### src/common/serial_pkg.sv
package serial_pkg;

    // operations the bit engine runs, one per go strobe
    typedef enum logic [1:0]
    {
        OP_START      = 2'd0,
        OP_STOP       = 2'd1,
        OP_WRITE_BYTE = 2'd2,
        OP_READ_BYTE  = 2'd3
    } bus_op_t;

    // upper nibble of every control byte
    localparam logic [3:0] DEVICE_CODE = 4'b1010;

    // low bit of the control byte
    localparam logic RW_WRITE = 1'b0;
    localparam logic RW_READ  = 1'b1;

    // layout of a control byte: code, block bits, r/w
    localparam int CTRL_BLOCK_W = 3;

endpackage

### src/common/host_pkg.sv
package host_pkg;

    localparam int ADDR_W = 11; // 2 Kbyte array
    localparam int DATA_W = 8;

    // transaction kind latched when a request is taken
    typedef enum logic [1:0]
    {
        REQ_NONE  = 2'd0,
        REQ_WRITE = 2'd1,
        REQ_READ  = 2'd2
    } req_kind_t;

endpackage

### src/common/bit_engine_if.sv
`timescale 1ns/1ps

// byte operations from the sequencer to the bit engine, one in flight
interface bit_engine_if;

    serial_pkg::bus_op_t             op;
    logic                            go;      // one cycle strobe
    logic [host_pkg::DATA_W-1:0]     tx_byte;
    logic [host_pkg::DATA_W-1:0]     rx_byte; // valid from done until next go
    logic                            done;    // last cycle of the operation

    modport seq
    (
        output op,
        output go,
        output tx_byte,
        input  rx_byte,
        input  done
    );

    modport eng
    (
        input  op,
        input  go,
        input  tx_byte,
        output rx_byte,
        output done
    );

endinterface

### src/serial/serial_bit_engine.sv
`timescale 1ns/1ps

module serial_bit_engine #(
    parameter int SCL_DIV = 2
) (
    input  logic        CLK,
    input  logic        RESET,
    bit_engine_if.eng   bus,
    output logic        scl,
    output logic        sda_low,
    input  logic        sda_in
);

    localparam int QW = (SCL_DIV > 1) ? $clog2(SCL_DIV) : 1;

    logic                          busy;
    serial_pkg::bus_op_t           op_q;
    logic [QW-1:0]                 qcnt;   // cycles within a quarter
    logic [1:0]                    phase;  // quarter of the bit
    logic [2:0]                    bitcnt;
    logic [host_pkg::DATA_W-1:0]   shift_q;

    logic                          is_byte;
    logic                          last_quarter;
    logic                          last_cycle;
    logic                          scl_pat;
    logic                          sdal_pat;
    logic                          scl_hold;
    logic                          sdal_hold;

    assign is_byte      = (op_q == serial_pkg::OP_WRITE_BYTE) ||
                          (op_q == serial_pkg::OP_READ_BYTE);
    assign last_quarter = (qcnt == QW'(SCL_DIV - 1));
    assign last_cycle   = last_quarter && (phase == 2'd3) &&
                          (!is_byte || (bitcnt == 3'd7));

    // line pattern for the current quarter
    always_comb
    begin
        scl_pat  = 1'b1;
        sdal_pat = 1'b0;
        case (op_q)
            serial_pkg::OP_START:
            begin
                scl_pat  = (phase != 2'd0);
                sdal_pat = phase[1];  // falls while scl is high
            end
            serial_pkg::OP_STOP:
            begin
                scl_pat  = (phase != 2'd0);
                sdal_pat = ~phase[1]; // rises while scl is high
            end
            serial_pkg::OP_WRITE_BYTE:
            begin
                scl_pat  = phase[1];
                sdal_pat = ~shift_q[host_pkg::DATA_W-1]; // msb first
            end
            default:
            begin
                scl_pat  = phase[1];
                sdal_pat = 1'b0;      // memory drives the line
            end
        endcase
    end

    // between operations the last level is held, so no stray START or STOP
    assign scl     = busy ? scl_pat : scl_hold;
    assign sda_low = busy ? sdal_pat : sdal_hold;

    assign bus.done    = busy && last_cycle;
    assign bus.rx_byte = shift_q;

    always_ff @(posedge CLK)
    begin
        if (RESET)
        begin
            busy      <= 1'b0;
            op_q      <= serial_pkg::OP_START;
            qcnt      <= '0;
            phase     <= 2'd0;
            bitcnt    <= 3'd0;
            scl_hold  <= 1'b1; // idle bus
            sdal_hold <= 1'b0;
        end
        else if (busy)
        begin
            scl_hold  <= scl_pat;
            sdal_hold <= sdal_pat;
            if (last_quarter)
            begin
                qcnt  <= '0;
                phase <= phase + 2'd1;
                if (phase == 2'd3)
                begin
                    bitcnt <= bitcnt + 3'd1;
                end
            end
            else
            begin
                qcnt <= qcnt + QW'(1);
            end
            if (last_cycle)
            begin
                busy <= 1'b0;
            end
        end
        else if (bus.go)
        begin
            busy   <= 1'b1;
            op_q   <= bus.op;
            qcnt   <= '0;
            phase  <= 2'd0;
            bitcnt <= 3'd0;
        end
    end

    // shift register, loaded on go
    always_ff @(posedge CLK)
    begin
        if (!busy && bus.go)
        begin
            shift_q <= bus.tx_byte;
        end
        else if (busy && (op_q == serial_pkg::OP_READ_BYTE) &&
                 (phase == 2'd2) && (qcnt == '0))
        begin
            shift_q <= {shift_q[host_pkg::DATA_W-2:0], sda_in}; // scl rising edge
        end
        else if (busy && (op_q == serial_pkg::OP_WRITE_BYTE) &&
                 (phase == 2'd3) && last_quarter)
        begin
            shift_q <= {shift_q[host_pkg::DATA_W-2:0], 1'b0};
        end
    end

endmodule

### src/logic/eeprom_sequencer.sv
`timescale 1ns/1ps

module eeprom_sequencer (
    input  logic                          CLK,
    input  logic                          RESET,
    input  logic                          wr,
    input  logic                          rd,
    input  logic [host_pkg::ADDR_W-1:0]   addr,
    input  logic [host_pkg::DATA_W-1:0]   wr_data,
    output logic [host_pkg::DATA_W-1:0]   rd_data,
    output logic                          ack,
    bit_engine_if.seq                     eng
);

    typedef enum logic [3:0]
    {
        IDLE,
        WR_START,
        CTRL_WR,
        ADDR_WR,
        DATA_WR,
        RD_START,
        CTRL_RD,
        DATA_RD,
        STOP,
        ACKN
    } state_t;

    state_t                        state;
    host_pkg::req_kind_t           kind;
    logic [host_pkg::ADDR_W-1:0]   addr_q;
    logic [host_pkg::DATA_W-1:0]   data_q; // write data, or read result
    logic [host_pkg::DATA_W-1:0]   ctrl_wr_byte;
    logic [host_pkg::DATA_W-1:0]   ctrl_rd_byte;

    // device code, block bits a10..a8, r/w
    assign ctrl_wr_byte = {serial_pkg::DEVICE_CODE,
                           addr_q[host_pkg::ADDR_W-1 -: serial_pkg::CTRL_BLOCK_W],
                           serial_pkg::RW_WRITE};
    assign ctrl_rd_byte = {serial_pkg::DEVICE_CODE,
                           addr_q[host_pkg::ADDR_W-1 -: serial_pkg::CTRL_BLOCK_W],
                           serial_pkg::RW_READ};

    always_ff @(posedge CLK)
    begin
        if (RESET)
        begin
            state  <= IDLE;
            kind   <= host_pkg::REQ_NONE;
            eng.go <= 1'b0;
            eng.op <= serial_pkg::OP_START;
            ack    <= 1'b0;
        end
        else
        begin
            eng.go <= 1'b0;
            case (state)
                IDLE:
                begin
                    if (wr || rd)
                    begin
                        kind   <= wr ? host_pkg::REQ_WRITE : host_pkg::REQ_READ; // wr wins
                        eng.go <= 1'b1;
                        eng.op <= serial_pkg::OP_START;
                        state  <= WR_START;
                    end
                end
                WR_START:
                begin
                    if (eng.done)
                    begin
                        eng.go <= 1'b1;
                        eng.op <= serial_pkg::OP_WRITE_BYTE;
                        state  <= CTRL_WR;
                    end
                end
                CTRL_WR:
                begin
                    if (eng.done)
                    begin
                        eng.go <= 1'b1;
                        eng.op <= serial_pkg::OP_WRITE_BYTE;
                        state  <= ADDR_WR;
                    end
                end
                ADDR_WR:
                begin
                    if (eng.done)
                    begin
                        eng.go <= 1'b1;
                        if (kind == host_pkg::REQ_READ)
                        begin
                            eng.op <= serial_pkg::OP_START; // repeated start
                            state  <= RD_START;
                        end
                        else
                        begin
                            eng.op <= serial_pkg::OP_WRITE_BYTE;
                            state  <= DATA_WR;
                        end
                    end
                end
                RD_START:
                begin
                    if (eng.done)
                    begin
                        eng.go <= 1'b1;
                        eng.op <= serial_pkg::OP_WRITE_BYTE;
                        state  <= CTRL_RD;
                    end
                end
                CTRL_RD:
                begin
                    if (eng.done)
                    begin
                        eng.go <= 1'b1;
                        eng.op <= serial_pkg::OP_READ_BYTE;
                        state  <= DATA_RD;
                    end
                end
                DATA_WR, DATA_RD:
                begin
                    if (eng.done)
                    begin
                        eng.go <= 1'b1;
                        eng.op <= serial_pkg::OP_STOP;
                        state  <= STOP;
                    end
                end
                STOP:
                begin
                    if (eng.done)
                    begin
                        ack   <= 1'b1;
                        state <= ACKN;
                    end
                end
                ACKN:
                begin
                    ack   <= 1'b0;
                    kind  <= host_pkg::REQ_NONE;
                    state <= IDLE;
                end
                default: state <= IDLE;
            endcase
        end
    end

    // payload registers
    always_ff @(posedge CLK)
    begin
        if (state == IDLE && (wr || rd))
        begin
            addr_q <= addr;
            data_q <= wr_data;
        end
        if (state == DATA_RD && eng.done)
        begin
            data_q <= eng.rx_byte; // gone after the next go
        end
        if (state == STOP && eng.done && kind == host_pkg::REQ_READ)
        begin
            rd_data <= data_q; // lands with ack
        end

        case (state)
            WR_START: eng.tx_byte <= ctrl_wr_byte;
            CTRL_WR:  eng.tx_byte <= addr_q[host_pkg::DATA_W-1:0];
            ADDR_WR:  eng.tx_byte <= data_q;
            RD_START: eng.tx_byte <= ctrl_rd_byte;
            default:  eng.tx_byte <= eng.tx_byte;
        endcase
    end

endmodule

### src/logic/eeprom_host_top.sv
`timescale 1ns/1ps

module eeprom_host_top #(
    parameter int SCL_DIV = 2 // clocks per quarter of an scl period
) (
    input  logic                          CLK,
    input  logic                          RESET,
    input  logic                          wr,
    input  logic                          rd,
    input  logic [host_pkg::ADDR_W-1:0]   addr,
    input  logic [host_pkg::DATA_W-1:0]   wr_data,
    output logic [host_pkg::DATA_W-1:0]   rd_data,
    output logic                          ack,
    output logic                          scl,
    output logic                          sda_low, // open drain pull-low
    input  logic                          sda_in
);

    bit_engine_if bus_if ();

    eeprom_sequencer u_sequencer (
        .CLK     (CLK),
        .RESET   (RESET),
        .wr      (wr),
        .rd      (rd),
        .addr    (addr),
        .wr_data (wr_data),
        .rd_data (rd_data),
        .ack     (ack),
        .eng     (bus_if.seq)
    );

    serial_bit_engine #(
        .SCL_DIV (SCL_DIV)
    ) u_bit_engine (
        .CLK     (CLK),
        .RESET   (RESET),
        .bus     (bus_if.eng),
        .scl     (scl),
        .sda_low (sda_low),
        .sda_in  (sda_in)
    );

endmodule

### config.mk
export PLATFORM = sky130hd
export DESIGN_NAME = eeprom_host_top
export DESIGN_NICKNAME = d
export VERILOG_FILES = /design/src/common/serial_pkg.sv /design/src/common/host_pkg.sv /design/src/common/bit_engine_if.sv /design/src/serial/serial_bit_engine.sv /design/src/logic/eeprom_sequencer.sv /design/src/logic/eeprom_host_top.sv
export SDC_FILE = /design/constraint.sdc
export NUM_CORES = 1
export LEC_CHECK = 0
export BUFFER_PORTS_ARGS = -buffer_cell sky130_fd_sc_hd__buf_4
export CAP_MARGIN = 10
export CELL_PAD_IN_SITES_DETAIL_PLACEMENT = 0
export CELL_PAD_IN_SITES_GLOBAL_PLACEMENT = 2
export CORE_MARGIN = 3
export CORE_UTILIZATION = 41
export DETAILED_ROUTE_END_ITERATION = 10
export GPL_TIMING_DRIVEN = 0
export PLACE_DENSITY = 0.94
export REMOVE_ABC_BUFFERS = 1
export SLEW_MARGIN = 20
export SYNTH_ARGS = -nofsm -noshare
export SYNTH_HDL_FRONTEND = slang
export SYNTH_SLANG_ARGS = --single-unit
### constraint.sdc
create_clock -name CLK -period 3.6 [get_ports CLK]
set_input_delay 1.08 -clock CLK [delete_from_list [all_inputs] [get_ports CLK]]
set_output_delay 1.08 -clock CLK [all_outputs]
set_load 0.02 [all_outputs]
==> results by group, run 1 <==
Synth
  • Sequential area share after synthesis: 61.98%
  • Primary FF master, synth: edfxtp_1
  • Mapped Cells: between 200 and 250
  • Top-area cell type share of the netlist area: a little under half
  • Synth Register Bits: 64
  • Netlist Area Pre-Place: around 2800 um^2
  • Yosys cell types: 42
  • Synth cell count leaders: edfxtp_1, nand2_1, dfxtp_1
  • Synth warnings: 0
  • Most common cell in the synthesized netlist: edfxtp_1
  • FFs w/ async S/R, synth: 0%
  • Post-synth EDFFs: 43
  • Area contributors post-synth: edfxtp_1, dfxtp_1, nand2_1, mux2_2, a21oi_1
  • Yosys top cell by area: edfxtp_1
  • Synth Area per Inst: 11.60 um^2

Power and ir drop
  • Pwr/cell area: just over 600 nW/um^2
  • Worst vdd ir: around 0.34 mV
  • Switch share: 24.49%
  • Leak: 0.001240 uW
  • Comb pwr share: between 10% and 20%
  • Clock power frac: between 30 and 40%
  • Flop pwr share: roughly half
  • P_sw: 501.8 uW
  • Internal power: between 1500 and 2000 uW

Place
  • PortBufs: 34
  • GP Congestion: 0.8141
  • Hpwl dp: between 3 and 4 mm

STA
  • Final setup fails: 0
  • RSZ-0062 raised after global routing: false
  • Hold Fails Final Rpt: 0
  • Tmin final: approximately 2.8 ns
  • Pins Over Slew Limit: 0
  • F_max: between 300 and 400 MHz
  • Setup total negative slack: 0 ns
  • Setup Skew: 0.007715 ns
  • Worst-Margin Slew: 1.067 ns
  • Period utilization: between 70 and 80%
  • Slew HR: between 20% and 30%

CTS
  • Clock buffer count from CTS: 9
  • H-tree depth: 3
  • # Post-CTS Setup Buffers: 0
  • Clock edge transition at the registers on the reported setup and hold paths: ~0.07 ns
  • Post-CTS Hold Buffers: 0
  • Worst skew pair latency: 0.34 ns
  • CTS max path bufs: 2
  • CTS resizes: 0
  • Root Driver: clkbuf_8
  • Number of clock sinks: 64
  • CTS tree: yes

Cells and area
  • Share of post-route cells with drive strength above 1: between 20% and 30%
  • FILL cells: 579
  • Final Util: ~52%
  • Nets@finish: a little under 300
  • Synth-to-layout area growth: 20.53%
  • Antenna cell count: 0

Worst setup path
  • WP data required: around 3.6 ns
  • Critical Path Max Stage Delay: about 0.83 ns
  • Crit path DAT: 2.88 ns
  • Crit path cell chain: nor4_1 > nor2b_1 > or2_2
  • CP endpoint kind: flop
  • Worst path slowest cell: nor2b_1
  • Critical path class: reg -> reg
  • CP Max Fanout: 17
  • R2R cell count: 3
  • CP Launch Type: flop

Floorplanning
  • Number of cell rows: 29
  • Core outline area: 6422 um^2
  • Die X: about 90 um
  • Starting density of the core: between 40% and 50%
  • Die Y: between 80 and 90 um
  • Die outline area: around 7800 um^2
  • # IOs: 35

GRT
  • All-Layer GR Usage: approximately 16%
  • First-pass GRT wire length: between 9 and 10 mm
  • Largest net degree at the start of global routing: 19
  • Antenna violations before repair: 0
  • Overflow left after global routing: 0
  • Vias in the first global route: roughly 1800

Min path
  • Worst Hold Class: reg -> reg
  • Hold path cells: 0

Flow run
  • Total of max-cap violations: 0

Routing
  • Initial DRC Count: roughly 120
  • Wire per inst: between 15 and 20 um
  • Post-DR vias/cell: ~5.3
  • Via Count: approximately 1900
  • First-pass DRT Iterations: 4
  • Post-DRT Antenna Nets: 0
  • Routed WL: between 5 and 6 mm
  • DR DRC count: 0

Run status
  • Status: finished clean
## cell type report
cell class	instances	area [um^2]	area share [%]
Sequential cell	64	1712	51.43
Inverter	5	18.77	0.5639
Timing Repair Buffer	34	255.2	7.669
Clock buffer	9	123.9	3.722
Tap cell	77	96.34	2.895
Multi-Input combinational cell	155	978.4	29.40
Clock inverter	7	143.9	4.323
## routing by layer
layer  GRT usage, %  part of all wire (%)
met1          22.55                    50
met3          4.327                   4.3
met5              0                     0
met2          22.67                    44
met4          7.005                   1.6
## kinds of logic (layout without fill, tap and decap cells)
logic type      count (synthesis)  after routing  share of synthesized area [%]
mux                            10             10                          4.033
simple gates                   93             93                          17.44
flops                          64             64                          61.98
compound gates                 44             44                          10.56
fa+ha+maj                       5              5                          2.266
xor+xnor                        3              3                         0.9517
buf+inv                        19             55                          2.764
## stage by stage
step | cells | total power, uW | area (um^2) | hold WS, ns | setup WS (ns)
floorplan | 224 | 1150 | 2704 | 0.4188 | 1.286
global placement | 335 | 1241 | 3055 | 0.4330 | 0.8238
detailed placement | 335 | 1250 | 3055 | 0.4424 | 0.7802
CTS | 351 | 2065 | 3323 | 0.4584 | 0.7512
global route | 351 | 2141 | 3328 | 0.4717 | 0.5980
finish | 351 | 2049 | 3328 | 0.4571 | 0.7584
## registers in the layout, summed over array words and instances (netlist names), 2 cells and up
name                      count
u_bit_engine.bitcnt           3
u_bit_engine.bus.rx_byte      8
u_bit_engine.op_q             2
u_bit_engine.phase            2
u_sequencer.addr_q           11
u_sequencer.data_q            8
u_sequencer.eng.op            2
u_sequencer.eng.tx_byte       8
u_sequencer.kind              2
u_sequencer.rd_data           8
u_sequencer.state             4
## path summary, 6_finish.rpt
| path | start | endpoint | slack, ns |
|---|---|---|---|
| max | u_sequencer.state[0]$_SDFFE_PP0P_ | u_sequencer.data_q[3]$_DFFE_PP_ | 0.76 |
| min | u_sequencer.data_q[6]$_DFFE_PP_ | u_sequencer.rd_data[6]$_DFFE_PP_ | 0.46 |
| max reg2reg | u_sequencer.state[0]$_SDFFE_PP0P_ | u_sequencer.data_q[3]$_DFFE_PP_ | 0.76 |
| min reg2reg | u_sequencer.data_q[6]$_DFFE_PP_ | u_sequencer.rd_data[6]$_DFFE_PP_ | 0.46 |
## power by group through the flow
stage | clock [uW] | combinational, uW | sequential, uW
after floorplan | 0 | 174 | 976
after global placement | 0 | 242 | 998
after detailed placement | 0 | 248 | 1000
after CTS | 830 | 248 | 987
after global routing | 865 | 277 | 999
final | 815 | 246 | 988
## cell usage in the layout (no fill, tap or decap), types with 7 or more instances in the layout
cell and count:
edfxtp_1 43, buf_4 34, nand2_1 32, dfxtp_1 21
nor2_1 17, a21oi_1 17, mux2_2 9, clkbuf_8 9
nand2b_1 7
## worst max-delay path: cells and delay by family (launching register included)
family	cells	cell delay [ns]
flops	1	0.51
simple gates	3	2.02
Power figures use the tool's default switching activity.
==> run 2, diff against run 1 <==
--- a/config.mk
+++ b/config.mk
@@ -5,15 +5,16 @@
 export SDC_FILE = /design/constraint.sdc
 export NUM_CORES = 1
 export LEC_CHECK = 0
+export ABC_AREA = 1
 export BUFFER_PORTS_ARGS = -buffer_cell sky130_fd_sc_hd__buf_4
 export CAP_MARGIN = 10
 export CELL_PAD_IN_SITES_DETAIL_PLACEMENT = 0
 export CELL_PAD_IN_SITES_GLOBAL_PLACEMENT = 2
 export CORE_MARGIN = 3
-export CORE_UTILIZATION = 41
+export CORE_UTILIZATION = 36
 export DETAILED_ROUTE_END_ITERATION = 10
 export GPL_TIMING_DRIVEN = 0
-export PLACE_DENSITY = 0.94
+export PLACE_DENSITY = 0.87
 export REMOVE_ABC_BUFFERS = 1
 export SLEW_MARGIN = 20
 export SYNTH_ARGS = -nofsm -noshare
==> constraint.sdc (replaced) <==
create_clock -name CLK -period 2.9 [get_ports CLK]
set_input_delay 0.87 -clock CLK [delete_from_list [all_inputs] [get_ports CLK]]
set_output_delay 0.87 -clock CLK [all_outputs]
set_load 0.02 [all_outputs]
==> run 2 against run 1 <==
  * Die area increased by 14%
  * Register-to-register slack about the same
  * Design area increased by 2.5%
  * Total power increased by 53%
  * Utilization decreased by 5.8 points
  * Combinational power increased to 3.1 times the previous value
  * Largest cell class unchanged
  * Largest power group unchanged
  * Highest routed layer unchanged
==> results by group, run 2 <==
Synth
  • Synth warnings: 0
  • Yosys top cell by area: edfxtp_1
  • Primary FF master, synth: edfxtp_1
  • Post-synth EDFFs: 43
  • Sequential area share after synthesis: roughly three fifths
  • Synth cell count leaders: nand2_1, edfxtp_1, inv_1
  • FFs w/ async S/R, synth: 0%
  • Most common cell in the synthesized netlist: nand2_1
  • Area contributors post-synth: edfxtp_1, dfxtp_1, nand2_1, inv_1, nand3_1
  • Mapped Cells: roughly 270
  • Yosys cell types: 31
  • Netlist Area Pre-Place: 2799 um^2
  • Synth Area per Inst: roughly 10 um^2
  • Synth Register Bits: 64
  • Top-area cell type share of the netlist area: between 40% and 50%

GRT
  • Largest net degree at the start of global routing: 18
  • Antenna violations before repair: 0
  • All-Layer GR Usage: around 14%
  • Vias in the first global route: 2000
  • First-pass GRT wire length: ~9.5 mm
  • Overflow left after global routing: 0

CTS
  • H-tree depth: 3
  • Number of clock sinks: between 60 and 70
  • Clock buffer count from CTS: 9
  • CTS tree: yes
  • CTS max path bufs: 2
  • Worst skew pair latency: approximately 0.35 ns
  • # Post-CTS Setup Buffers: 0
  • Root Driver: clkbuf_8
  • Clock edge transition at the registers on the reported setup and hold paths: 0.07 ns
  • Post-CTS Hold Buffers: 0
  • CTS resizes: 0

Worst setup path
  • Critical Path Max Stage Delay: a little over 0.4 ns
  • Critical path class: reg -> out
  • Worst path slowest cell: dfxtp_1
  • WP buf/inv: 2
  • Crit-path leading delay family: flip-flops
  • CP endpoint kind: output pin
  • Crit path DAT: approximately 1.5 ns
  • CP Launch Type: flop
  • Crit path cell chain: inv_1 > ha_1 > a21oi_1 > o21ai_0 > nand2_1 > buf_4
  • CP Max Fanout: 5
  • WP data required: 2.03 ns

Routing
  • Post-DR vias/cell: approximately 4.7
  • Post-DRT Antenna Nets: 0
  • Routed WL: between 5 and 6 mm
  • First-pass DRT Iterations: 4
  • DR DRC count: 0
  • Wire per inst: 13.59 um
  • Initial DRC Count: 84
  • Via Count: 1953

Power and ir drop
  • P_sw: 1028 uW
  • Comb pwr share: between 20 and 25%
  • Switch share: approximately 33%
  • Leak: 0.001428 uW
  • Clock power frac: between 30% and 40%
  • Flop pwr share: ~45%
  • Internal power: roughly 2100 uW
  • Pwr/cell area: just over 900 nW/um^2
  • Worst vdd ir: 0.3034 mV

Cells and area
  • Largest register FFs: 11
  • Synth-to-layout area growth: 21.86%
  • Commonest non-fill, non-tap cell in the layout: nand2_1
  • Commonest cells after routing, fill and taps aside: nand2_1, edfxtp_1, buf_4
  • Biggest register: u_sequencer.addr_q
  • Share of post-route cells with drive strength above 1: approximately a quarter
  • Nets@finish: 344
  • Final instance area: 3411 um^2
  • Antenna cell count: 0

Floorplanning
  • Core outline area: between 7000 and 8000 um^2
  • Number of cell rows: 31
  • Die outline area: about 8900 um^2
  • Starting density of the core: a little under two fifths
  • Die Y: 94.18 um
  • Die X: 94.18 um
  • # IOs: 35

STA
  • Final setup fails: 0
  • Post-route setup slack: approximately 0.52 ns
  • Pins Over Slew Limit: 0
  • Worst-Margin Slew: 0.8002 ns
  • Slew HR: about 46%
  • Setup total negative slack: 0 ns
  • Tmin final: between 2 and 2.5 ns
  • RSZ-0062 raised after global routing: false
  • WHS: about 0.46 ns
  • Setup Skew: ~0.012 ns
  • Hold Fails Final Rpt: 0
  • F_max: 421.0 MHz
  • Period utilization: roughly four fifths

Run status
  • Status: finished clean

Place
  • Hpwl dp: between 4 and 5 mm
  • GP Congestion: about 0.8
  • PortBufs: 34
  • Dpl ws: just over 0.7 ns
  • Post-Place Cell Area: around 3200 um^2

Min path
  • Worst Hold Class: reg -> reg

Flow run
  • Total of max-cap violations: 0
run 2: final timing paths:
| check | end | start | slack, ns | cells past startpoint |
|---|---|---|---|---|
| worst max-delay path | scl | u_bit_engine.phase[1]$_SDFFE_PP0P_ | 0.52 | 6 |
| worst min-delay path | u_bit_engine.bitcnt[0]$_SDFFE_PP0P_ | u_bit_engine.bitcnt[0]$_SDFFE_PP0P_ | 0.46 | 1 |
| worst max register to register | u_sequencer.rd_data[7]$_DFFE_PP_ | u_bit_engine.phase[1]$_SDFFE_PP0P_ | 0.76 | 7 |
| worst min register to register | u_bit_engine.bitcnt[0]$_SDFFE_PP0P_ | u_bit_engine.bitcnt[0]$_SDFFE_PP0P_ | 0.46 | 1 |
run 2: per-layer routing:
layer / GRT usage, % / share of wire, %
met5: 0 / 0
met4: 5.776 / 1.9
met3: 4.167 / 4.4
met2: 22.99 / 46
met1: 17.82 / 48
run 2: layout make-up:
class	count	area, um^2
clock inverters	7	127.6
clock buffers	9	123.9
inverters	36	140.1
flip-flops and latches	64	1712
multi-input cells	170	928.4
repair buffers	34	255.2
well taps	99	123.9
fillers	731	3998
run 2: logic make-up (layout without fill, tap and decap cells):
group | after synthesis | after routing | share of synthesized area (%)
AND/OR/NAND/NOR | 113 | 113 | 19.36
flip-flops | 64 | 64 | 61.15
AO/OA/AOI/OAI | 52 | 52 | 11.40
buffers and inverters | 40 | 86 | 5.856
adder cells (fa/ha/maj) | 5 | 5 | 2.235
run 2: power by group through the flow:
stage / logic, uW / registers, uW / clock network, uW
after global routing: 876 / 1440 / 1020
after CTS: 771 / 1420 / 978
final: 758 / 1420 / 965
after global placement: 756 / 1430 / 0
after floorplan: 565 / 1400 / 0
after detailed placement: 766 / 1440 / 0
run 2: worst reg2reg max path: cells and delay by family (launching register included):
family | cells | cell delay, ns
fa+ha+maj | 1 | 0.18
buf+inv | 2 | 0.16
flops | 1 | 0.41
simple gates | 4 | 1.02
run 2: stage by stage:
step | instances | total power, uW | util, %
4_1_cts | 419 | 3166 | 46.04
5_1_grt | 419 | 3337 | 46.04
3_5_place_dp | 403 | 2203 | 42.64
6_report | 419 | 3139 | 46.04
3_3_place_gp | 403 | 2189 | 42.58
2_1_floorplan | 270 | 1962 | -
